$ cat src/rtl/e1000_pkg.sv
package e1000_pkg;

	// Byte address of the 32-bit MDIC register
	localparam logic [31:0] MDIC_OFFSET = 32'h0000_0020;

	localparam int MDIC_DATA_LSB  = 0;
	localparam int MDIC_REGAD_LSB = 16;
	localparam int MDIC_PHYAD_LSB = 21;
	localparam int MDIC_OP_LSB    = 26;

	localparam int MDIC_R_BIT = 28; // Ready
	localparam int MDIC_I_BIT = 29; // Interrupt enable
	localparam int MDIC_E_BIT = 30; // Error

	// Clause 22 opcodes where 00 and 11 are rejected
	typedef enum logic [1:0] {
		MDIO_OP_RSVD0 = 2'b00,
		MDIO_OP_WR    = 2'b01,
		MDIO_OP_RD    = 2'b10,
		MDIO_OP_RSVD3 = 2'b11
	} mdio_op_e;

	typedef logic [4:0]  phy_addr_t;
	typedef logic [4:0]  reg_addr_t;
	typedef logic [15:0] mdio_data_t;

	// ST, OP, PHYAD, REGAD, TA, DATA from MSB down
	typedef logic [31:0] mdio_frame_t;

	localparam logic [1:0] MDIO_START = 2'b01;
	localparam logic [1:0] MDIO_TA    = 2'b10;

	localparam int PREAMBLE_BITS = 32;

	// Frame bit where the PHY takes over on reads
	localparam int TA_BIT_INDEX = 14;

endpackage

$ cat src/rtl/mdio_if.sv
`timescale 1ns/1ps

// Command from the MDIC register to the framer
interface mdio_cmd_if;
	logic                   cmd_valid;
	e1000_pkg::mdio_op_e    op;
	e1000_pkg::reg_addr_t   regad;
	e1000_pkg::mdio_data_t  wdata;
	logic                   cmd_ready;
	logic                   done; // One-cycle pulse
	logic                   error;
	e1000_pkg::mdio_data_t  rdata;

	modport src (
		output cmd_valid, op, regad, wdata,
		input  cmd_ready, done, error, rdata
	);

	modport snk (
		input  cmd_valid, op, regad, wdata,
		output cmd_ready, done, error, rdata
	);
endinterface

// Assembled frame from the framer to the serial shifter
interface mdio_frame_if;
	logic                   frm_valid;
	e1000_pkg::mdio_frame_t frame;
	logic                   is_read;
	logic                   frm_ready;
	logic                   done;
	e1000_pkg::mdio_data_t  rdata;

	modport src (
		output frm_valid, frame, is_read,
		input  frm_ready, done, rdata
	);

	modport snk (
		input  frm_valid, frame, is_read,
		output frm_ready, done, rdata
	);
endinterface

$ cat src/rtl/e1000_mdio_top.sv
`timescale 1ns/1ps

module e1000_mdio_top #(
	parameter int                   CLK_PERIOD_NS = 8,
	parameter int                   MDIO_FREQ     = 8000000,
	parameter e1000_pkg::phy_addr_t PHY_ADDR      = '0 // Used instead of the MDIC PHY field
) (
	input  logic        aclk,
	input  logic        rst_i,
	input  logic        reg_wr_i,
	input  logic        reg_rd_i,
	input  logic [31:0] reg_addr_i,
	input  logic [31:0] reg_wdata_i,
	output logic [31:0] reg_rdata_o,
	output logic        intr_o,
	output logic        phy_mdc_o,
	input  logic        phy_mdio_i,
	output logic        phy_mdio_o,
	output logic        phy_mdio_oe_o,
	output logic        phy_mdio_req_o,
	input  logic        phy_mdio_gnt_i
);

	localparam int MDC_DIV = (1000000000 / MDIO_FREQ) / CLK_PERIOD_NS + 1;

	mdio_cmd_if   u_cmd_if ();
	mdio_frame_if u_frame_if ();

	mdic_regs u_mdic_regs (
		.aclk        (aclk),
		.rst_i       (rst_i),
		.reg_wr_i    (reg_wr_i),
		.reg_rd_i    (reg_rd_i),
		.reg_addr_i  (reg_addr_i),
		.reg_wdata_i (reg_wdata_i),
		.reg_rdata_o (reg_rdata_o),
		.intr_o      (intr_o),
		.cmd         (u_cmd_if.src)
	);

	mdio_framer #(.PHY_ADDR(PHY_ADDR)) u_mdio_framer (
		.aclk  (aclk),
		.rst_i (rst_i),
		.cmd   (u_cmd_if.snk),
		.frm   (u_frame_if.src)
	);

	mdio_shifter #(.MDC_DIV(MDC_DIV)) u_mdio_shifter (
		.aclk           (aclk),
		.rst_i          (rst_i),
		.frm            (u_frame_if.snk),
		.phy_mdc_o      (phy_mdc_o),
		.phy_mdio_i     (phy_mdio_i),
		.phy_mdio_o     (phy_mdio_o),
		.phy_mdio_oe_o  (phy_mdio_oe_o),
		.phy_mdio_req_o (phy_mdio_req_o),
		.phy_mdio_gnt_i (phy_mdio_gnt_i)
	);

endmodule

$ cat src/rtl/mdic_regs.sv
`timescale 1ns/1ps

module mdic_regs (
	input  logic        aclk,
	input  logic        rst_i,
	input  logic        reg_wr_i,
	input  logic        reg_rd_i,
	input  logic [31:0] reg_addr_i,
	input  logic [31:0] reg_wdata_i,
	output logic [31:0] reg_rdata_o,
	output logic        intr_o,
	mdio_cmd_if.src     cmd
);

	e1000_pkg::mdio_data_t data_q;
	e1000_pkg::reg_addr_t  regad_q;
	e1000_pkg::phy_addr_t  phyad_q;
	e1000_pkg::mdio_op_e   op_q;
	logic                  r_q;
	logic                  i_q;
	logic                  e_q;
	logic                  cmd_valid_q;
	logic [31:0]           mdic;
	logic                  hit;
	logic                  wr_accept;

	assign hit = (reg_addr_i == e1000_pkg::MDIC_OFFSET);

	// Writes are dropped while a command is pending or in flight
	assign wr_accept = reg_wr_i && hit && cmd.cmd_ready && !cmd_valid_q;

	always_comb begin
		mdic = '0;
		mdic[e1000_pkg::MDIC_DATA_LSB +: $bits(e1000_pkg::mdio_data_t)] = data_q;
		mdic[e1000_pkg::MDIC_REGAD_LSB +: $bits(e1000_pkg::reg_addr_t)] = regad_q;
		mdic[e1000_pkg::MDIC_PHYAD_LSB +: $bits(e1000_pkg::phy_addr_t)] = phyad_q;
		mdic[e1000_pkg::MDIC_OP_LSB +: $bits(e1000_pkg::mdio_op_e)]     = op_q;
		mdic[e1000_pkg::MDIC_R_BIT] = r_q;
		mdic[e1000_pkg::MDIC_I_BIT] = i_q;
		mdic[e1000_pkg::MDIC_E_BIT] = e_q;
	end

	always_ff @(posedge aclk) begin
		if (rst_i) begin
			data_q      <= '0;
			regad_q     <= '0;
			phyad_q     <= '0;
			op_q        <= e1000_pkg::MDIO_OP_RSVD0;
			r_q         <= 1'b0;
			i_q         <= 1'b0;
			e_q         <= 1'b0;
			cmd_valid_q <= 1'b0;
			intr_o      <= 1'b0;
		end else begin
			if (wr_accept) begin
				data_q  <= e1000_pkg::mdio_data_t'(reg_wdata_i >> e1000_pkg::MDIC_DATA_LSB);
				regad_q <= e1000_pkg::reg_addr_t'(reg_wdata_i >> e1000_pkg::MDIC_REGAD_LSB);
				phyad_q <= e1000_pkg::phy_addr_t'(reg_wdata_i >> e1000_pkg::MDIC_PHYAD_LSB);
				op_q    <= e1000_pkg::mdio_op_e'(reg_wdata_i[e1000_pkg::MDIC_OP_LSB +: 2]);
				i_q     <= reg_wdata_i[e1000_pkg::MDIC_I_BIT];
				r_q     <= 1'b0;
				e_q     <= 1'b0;
			end

			if (wr_accept)
				cmd_valid_q <= 1'b1;
			else if (cmd_valid_q && cmd.cmd_ready)
				cmd_valid_q <= 1'b0;

			if (reg_rd_i && hit)
				intr_o <= 1'b0; // Read to clear

			// Completion wins over a same-cycle clear
			if (cmd.done) begin
				r_q <= 1'b1;
				e_q <= cmd.error;
				if (op_q == e1000_pkg::MDIO_OP_RD && !cmd.error)
					data_q <= cmd.rdata;
				if (i_q)
					intr_o <= 1'b1;
			end
		end
	end

	always_ff @(posedge aclk) begin
		if (reg_rd_i)
			reg_rdata_o <= hit ? mdic : 32'h0;
	end

	assign cmd.cmd_valid = cmd_valid_q;
	assign cmd.op        = op_q;
	assign cmd.regad     = regad_q;
	assign cmd.wdata     = data_q;

endmodule

$ cat src/rtl/mdio_framer.sv
`timescale 1ns/1ps

module mdio_framer #(
	parameter e1000_pkg::phy_addr_t PHY_ADDR = '0
) (
	input  logic       aclk,
	input  logic       rst_i,
	mdio_cmd_if.snk    cmd,
	mdio_frame_if.src  frm
);

	typedef enum logic [1:0] {
		F_IDLE,
		F_ERR,  // Reject illegal opcode
		F_SEND, // Frame offered to the shifter
		F_WAIT  // Frame on the wire
	} state_e;

	state_e                 state_q;
	e1000_pkg::mdio_frame_t frame_q;
	e1000_pkg::mdio_data_t  frame_data;
	e1000_pkg::mdio_data_t  rdata_q;
	logic                   is_read_q;
	logic                   done_q;
	logic                   error_q;
	logic                   legal;
	logic                   accept;

	assign legal  = (cmd.op == e1000_pkg::MDIO_OP_WR) || (cmd.op == e1000_pkg::MDIO_OP_RD);
	assign accept = cmd.cmd_valid && cmd.cmd_ready;

	// Reads put zeros in the data field
	assign frame_data = (cmd.op == e1000_pkg::MDIO_OP_RD) ? '0 : cmd.wdata;

	always_ff @(posedge aclk) begin
		if (rst_i) begin
			state_q <= F_IDLE;
			done_q  <= 1'b0;
			error_q <= 1'b0;
		end else begin
			done_q  <= 1'b0;
			error_q <= 1'b0;
			case (state_q)
				F_IDLE: if (accept) state_q <= legal ? F_SEND : F_ERR;
				F_ERR: begin
					done_q  <= 1'b1;
					error_q <= 1'b1;
					state_q <= F_IDLE;
				end
				F_SEND: if (frm.frm_ready) state_q <= F_WAIT;
				F_WAIT: begin
					if (frm.done) begin
						done_q  <= 1'b1;
						state_q <= F_IDLE;
					end
				end
				default: state_q <= F_IDLE;
			endcase
		end
	end

	always_ff @(posedge aclk) begin
		if (accept) begin
			frame_q <= {e1000_pkg::MDIO_START, cmd.op, PHY_ADDR, cmd.regad,
				e1000_pkg::MDIO_TA, frame_data};
			is_read_q <= (cmd.op == e1000_pkg::MDIO_OP_RD);
		end
		if (frm.done)
			rdata_q <= frm.rdata;
	end

	// Hold off the register while the done pulse is still out
	assign cmd.cmd_ready = (state_q == F_IDLE) && !done_q;
	assign cmd.done      = done_q;
	assign cmd.error     = error_q;
	assign cmd.rdata     = rdata_q;

	assign frm.frm_valid = (state_q == F_SEND);
	assign frm.frame     = frame_q;
	assign frm.is_read   = is_read_q;

endmodule

$ cat src/rtl/mdio_shifter.sv
`timescale 1ns/1ps

module mdio_shifter #(
	parameter int MDC_DIV = 5 // aclk cycles per MDC half period
) (
	input  logic      aclk,
	input  logic      rst_i,
	mdio_frame_if.snk frm,
	output logic      phy_mdc_o,
	input  logic      phy_mdio_i,
	output logic      phy_mdio_o,
	output logic      phy_mdio_oe_o,
	output logic      phy_mdio_req_o,
	input  logic      phy_mdio_gnt_i
);

	localparam int FRAME_BITS = $bits(e1000_pkg::mdio_frame_t);
	localparam int TOTAL_BITS = e1000_pkg::PREAMBLE_BITS + FRAME_BITS;
	localparam int TA_FIRST   = e1000_pkg::PREAMBLE_BITS + e1000_pkg::TA_BIT_INDEX;
	localparam int DATA_FIRST = TOTAL_BITS - $bits(e1000_pkg::mdio_data_t);
	localparam int CNT_W      = $clog2(MDC_DIV + 1);

	typedef enum logic [1:0] {
		S_IDLE,
		S_REQ,
		S_SHIFT
	} state_e;

	state_e                state_q;
	logic [CNT_W-1:0]      half_cnt;
	logic [5:0]            bit_cnt;
	logic [TOTAL_BITS-1:0] sreg;
	logic                  mdc_q;
	logic                  oe_q;
	logic                  req_q;
	logic                  done_q;
	logic                  is_read_q;
	e1000_pkg::mdio_data_t rdata_q;
	logic                  half_end;
	logic                  last_bit;
	logic                  sample_en;

	assign half_end = (half_cnt == CNT_W'(MDC_DIV - 1));
	assign last_bit = (bit_cnt == 6'(TOTAL_BITS - 1));

	// Read data is taken as MDC rises
	assign sample_en = (state_q == S_SHIFT) && half_end && !mdc_q && is_read_q &&
		(bit_cnt >= 6'(DATA_FIRST));

	always_ff @(posedge aclk) begin
		if (rst_i) begin
			state_q  <= S_IDLE;
			half_cnt <= '0;
			bit_cnt  <= '0;
			sreg     <= '1; // MDIO idles high
			mdc_q    <= 1'b0;
			oe_q     <= 1'b0;
			req_q    <= 1'b0;
			done_q   <= 1'b0;
		end else begin
			done_q <= 1'b0;
			case (state_q)
				S_IDLE: begin
					if (frm.frm_valid) begin
						sreg    <= {{e1000_pkg::PREAMBLE_BITS{1'b1}}, frm.frame};
						req_q   <= 1'b1;
						state_q <= S_REQ;
					end
				end
				S_REQ: begin
					if (phy_mdio_gnt_i) begin
						oe_q     <= 1'b1;
						half_cnt <= '0;
						bit_cnt  <= '0;
						state_q  <= S_SHIFT;
					end
				end
				S_SHIFT: begin
					if (!half_end) begin
						half_cnt <= half_cnt + 1'b1;
					end else begin
						half_cnt <= '0;
						mdc_q    <= !mdc_q;
						if (mdc_q) begin
							// Next bit goes out on the falling edge
							sreg <= {sreg[TOTAL_BITS-2:0], 1'b1};
							if (last_bit) begin
								req_q   <= 1'b0;
								oe_q    <= 1'b0;
								done_q  <= 1'b1;
								state_q <= S_IDLE;
							end else begin
								bit_cnt <= bit_cnt + 1'b1;
								oe_q    <= !(is_read_q && (bit_cnt + 6'd1 >= 6'(TA_FIRST)));
							end
						end
					end
				end
				default: state_q <= S_IDLE;
			endcase
		end
	end

	always_ff @(posedge aclk) begin
		if (state_q == S_IDLE && frm.frm_valid)
			is_read_q <= frm.is_read;
		if (sample_en)
			rdata_q <= {rdata_q[$bits(e1000_pkg::mdio_data_t)-2:0], phy_mdio_i};
	end

	assign phy_mdc_o      = mdc_q;
	assign phy_mdio_o     = sreg[TOTAL_BITS-1];
	assign phy_mdio_oe_o  = oe_q;
	assign phy_mdio_req_o = req_q;

	assign frm.frm_ready = (state_q == S_IDLE);
	assign frm.done      = done_q;
	assign frm.rdata     = rdata_q;

endmodule

$ cat config.mk
export PLATFORM = sky130hd
export DESIGN_NAME = e1000_mdio_top
export DESIGN_NICKNAME = d
export VERILOG_FILES = /design/src/rtl/e1000_pkg.sv /design/src/rtl/mdio_if.sv /design/src/rtl/e1000_mdio_top.sv /design/src/rtl/mdic_regs.sv /design/src/rtl/mdio_framer.sv /design/src/rtl/mdio_shifter.sv
export SDC_FILE = /design/constraint.sdc
export NUM_CORES = 1
export LEC_CHECK = 0
export BUFFER_PORTS_ARGS = -buffer_cell sky130_fd_sc_hd__buf_2
export CAP_MARGIN = 20
export CORE_ASPECT_RATIO = 2
export CORE_MARGIN = 5
export CORE_UTILIZATION = 45
export DETAILED_ROUTE_END_ITERATION = 16
export HOLD_SLACK_MARGIN = 0.12
export SLEW_MARGIN = 20
export SYNTH_ARGS = -nofsm -noshare
export SYNTH_HDL_FRONTEND = slang
export SYNTH_SLANG_ARGS = --single-unit
$ cat constraint.sdc
create_clock -name aclk -period 5.77 [get_ports aclk]
set_input_delay 1.154 -clock aclk [delete_from_list [all_inputs] [get_ports aclk]]
set_output_delay 1.154 -clock aclk [all_outputs]
set_load 0.005 [all_outputs]
==> run_results.csv <==
group,metric,value,unit
floorplan,die_h,196,um
layout,mostFrequentLayoutCell,"dfxtp_1",
grt,grt_pass1_vias,5006,
routing,drtIter0Drc,239,
worst_setup_path,worstSetupPathType,"in2reg",
cts,clock_latency,0.48,ns
synth,yosysWarnings,0,
pwr,combPwrFrac,4.7,%
grt,grt_pass1_wl,24800,um
layout,finalNetCount,829,
worst_setup_path,crit_required,6.09,ns
timing,skew,0.0145,ns
layout,fill_cells,1506,
pwr,power_frac_seq,55.4,%
synth,synth-edff-count,88,
worst_setup_path,r2r_slack,2.97,ns
routing,wl_per_cell,15.2,um
floorplan,num_io_pins,107,
cts,cts_tree,"yes",
grt,grt_usage,15.1,%
cts,cts_buffers,18,
cts,cts.sink_count,206,
cts,ctsHoldBuffers,0,
floorplan,initial_core_util,45.3,%
cts,cts_max_level,1,
synth,synth_cell_types,49,
timing,tns,0,ns
routing,drt_pass1_iterations,4,
timing,hold_viol,0,
layout,mostFrequentLayoutCells,"dfxtp_1 (118), buf_2 (102), edfxtp_1 (88), nand2_1 (72), nand2b_1 (39)",
synth,syn_inst,671,
worst_setup_path,crit_path_top_delay_cell,"nor3_4",
routing,final_antenna_net_count,0,
run_status,status,"completed",
routing,vias,5145,
pwr,leakage,0.00330,uW
pwr,power_density,315,nW/um^2
worst_setup_path,max_stage_delay,0.65,ns
worst_setup_path,crit_path_start_kind,"input pin",
layout,seqCellArea,5000,um^2
floorplan,die-width,103,um
routing,wl,14800,um
pwr,intPower,2230,uW
cts,cts-root-buf,"clkbuf_16",
pwr,switching_share,20.8,%
job,drv_cap,0,
placed_design,portBuffers,102,
synth,netlist.top_cell.by_area,"edfxtp_1",
timing,clock.fmax,350,MHz
synth,synth_area,7740,um^2
worst_setup_path,arrival,3.18,ns
synth,synthArstFlopShare,0,%
synth,synth_fp_nets,745,
timing,worst_hold_slack,0.425,ns
timing,worstMarginPinSlew,1.04,ns
synth,synth.avg_cell_area,11.5,um^2
worst_setup_path,path_cells,"buf_2 -> nor4_1 -> nand4_1 -> nor3_4 -> buf_4 -> mux2i_1 -> nor2_1",
worst_setup_path,cp_max_fo,38,
synth,ys_ff_latch,206,
pwr,p_clk_share,39.9,%
layout,area_growth,15.4,%
placed_design,dp_hpwl,9600,um
timing,period_share,49.5,%
timing,maxSlewViolCount,0,
timing,rsz0062_at_grt,"no",
worst_hold_path,hold_class,"reg2reg",
grt,antenna_found_initial,0,
routing,via_per_inst,5.27,
timing,slew_headroom,30.8,%
timing,fin_crit,2.86,ns
floorplan,dieArea,20100,um^2
pwr,power_switching,587,uW
routing,drc_errors,0,
floorplan,num_rows,68,
worst_setup_path,endpoint_kind,"flop",
layout,drive_gt1_share,18.7,%
synth,synthTopCellsByArea,"edfxtp_1 (34%), dfxtp_1 (31%), nand2_1 (3.5%)",
synth,yosys_most_used_dff,"dfxtp_1",
synth,synth_top_cell_area_share,34.1,%
placed_design,place_congestion,0.789,
pwr,ir_drop,152,uV
cts,post_cts_buffers,0,
timing,setup_viol,0,
synth,yosysSeqAreaShare,64.6,%
grt,grt_max_degree,102,
cts,clk_pin_slew,0.07,ns
layout,multi_input_area,2520,um^2
floorplan,core,17100,um^2
grt,gr-total-overflow,0,
layout,n_antenna_cell,0,
cts,cts_buffer_depth,3,
cts,cts-resized-gates,0,
-- worst paths after layout --
kind | start | to | depth (start not counted)
max | reg_addr_i[26] | u_mdic_regs.cmd.regad[0] | 7
min | u_mdio_shifter.frm.rdata[15] | u_mdio_framer.cmd.rdata[15] | 0
max reg2reg | u_mdio_shifter.state_q[0] | u_mdio_shifter.sreg[13] | 6
min reg2reg | u_mdio_shifter.frm.rdata[15] | u_mdio_framer.cmd.rdata[15] | 0
-- through the flow --
stage	area [um^2]	util, %	power (uW)	std cells	setup slack [ns]
final	8940	52.3	2820	976	2.91
after global routing	8940	52.3	2950	976	2.74
after CTS	8930	52.2	2860	976	2.86
after detailed placement	8380	49.0	1730	945	2.37
after global placement	8380	49.0	1720	945	2.40
after floorplan	7740	-	1670	671	3.29
-- cell usage after synthesis, types with 2 or more instances --
master / instances
nor4_1: 8
a211o_1: 23
nand2b_1: 39
a32oi_1: 16
o21ai_0: 21
nor3_1: 6
nor2b_1: 20
and2_1: 34
mux2i_1: 14
clkbuf_1: 26
nand3b_1: 4
xor2_1: 2
buf_4: 3
inv_1: 5
nand2_1: 72
nor3b_1: 3
dfxtp_1: 118
o21bai_1: 2
and3_1: 3
buf_2: 17
edfxtp_1: 88
a21oi_1: 38
o22ai_1: 35
nand4_1: 2
o211ai_1: 2
nand3_1: 7
a211oi_1: 3
nor2_1: 30
ha_1: 4
a221o_1: 7
-- cells by family after synthesis --
group	count (synthesis)	share of synthesized area, %
AND/OR/NAND/NOR	233	15.6
other	1	0.0484
XOR/XNOR	3	0.339
flip-flops	206	64.6
adder cells (fa/ha/maj)	4	0.646
multiplexers	15	1.95
buffers and inverters	52	3.09
AO/OA/AOI/OAI	157	13.7
-- routing by layer --
layer  vias to the layer above  share of wire (%)  GRT usage, %
li1                       2594                  -             -
met1                      2395                 45          21.0
met2                       138                 45          23.0
met3                        18                7.8          4.22
met4                         0                1.8          4.37
met5                         -                  0             0
-- critical path: cells and delay by family --
family / cells / cell delay (ns)
mux: 1 / 0.23
simple gates: 4 / 1.21
buf+inv: 2 / 0.57
-- power by group through the flow --
stage	clock (uW)	sequential, uW	combinational, uW
after floorplan	0	1590	77.0
after global placement	0	1590	131
after detailed placement	0	1600	133
after CTS	1160	1560	133
after global routing	1230	1570	148
final	1130	1560	131
-- flip-flops by register name, summed over array words and instances (netlist names), 2 cells and up --
name,count
u_mdic_regs.cmd.op,2
u_mdic_regs.cmd.regad,5
u_mdic_regs.cmd.wdata,16
u_mdic_regs.phyad_q,5
u_mdic_regs.reg_rdata_o,31
u_mdio_framer.cmd.rdata,16
u_mdio_framer.frm.frame,23
u_mdio_framer.state_q,2
u_mdio_shifter.bit_cnt,6
u_mdio_shifter.frm.rdata,16
u_mdio_shifter.half_cnt,5
u_mdio_shifter.sreg,64
u_mdio_shifter.state_q,2
-- final cells by class --
| type | count | area share, % |
|---|---|---|
| flip-flops and latches | 206 | 56.0 |
| multi-input cells | 413 | 28.2 |
| repair buffers | 111 | 6.47 |
| clock buffers | 25 | 5.79 |
| well taps | 210 | 2.94 |
| clock inverters | 6 | 0.364 |
| inverters | 5 | 0.210 |
Note: power is estimated with default switching activity, not from simulation.
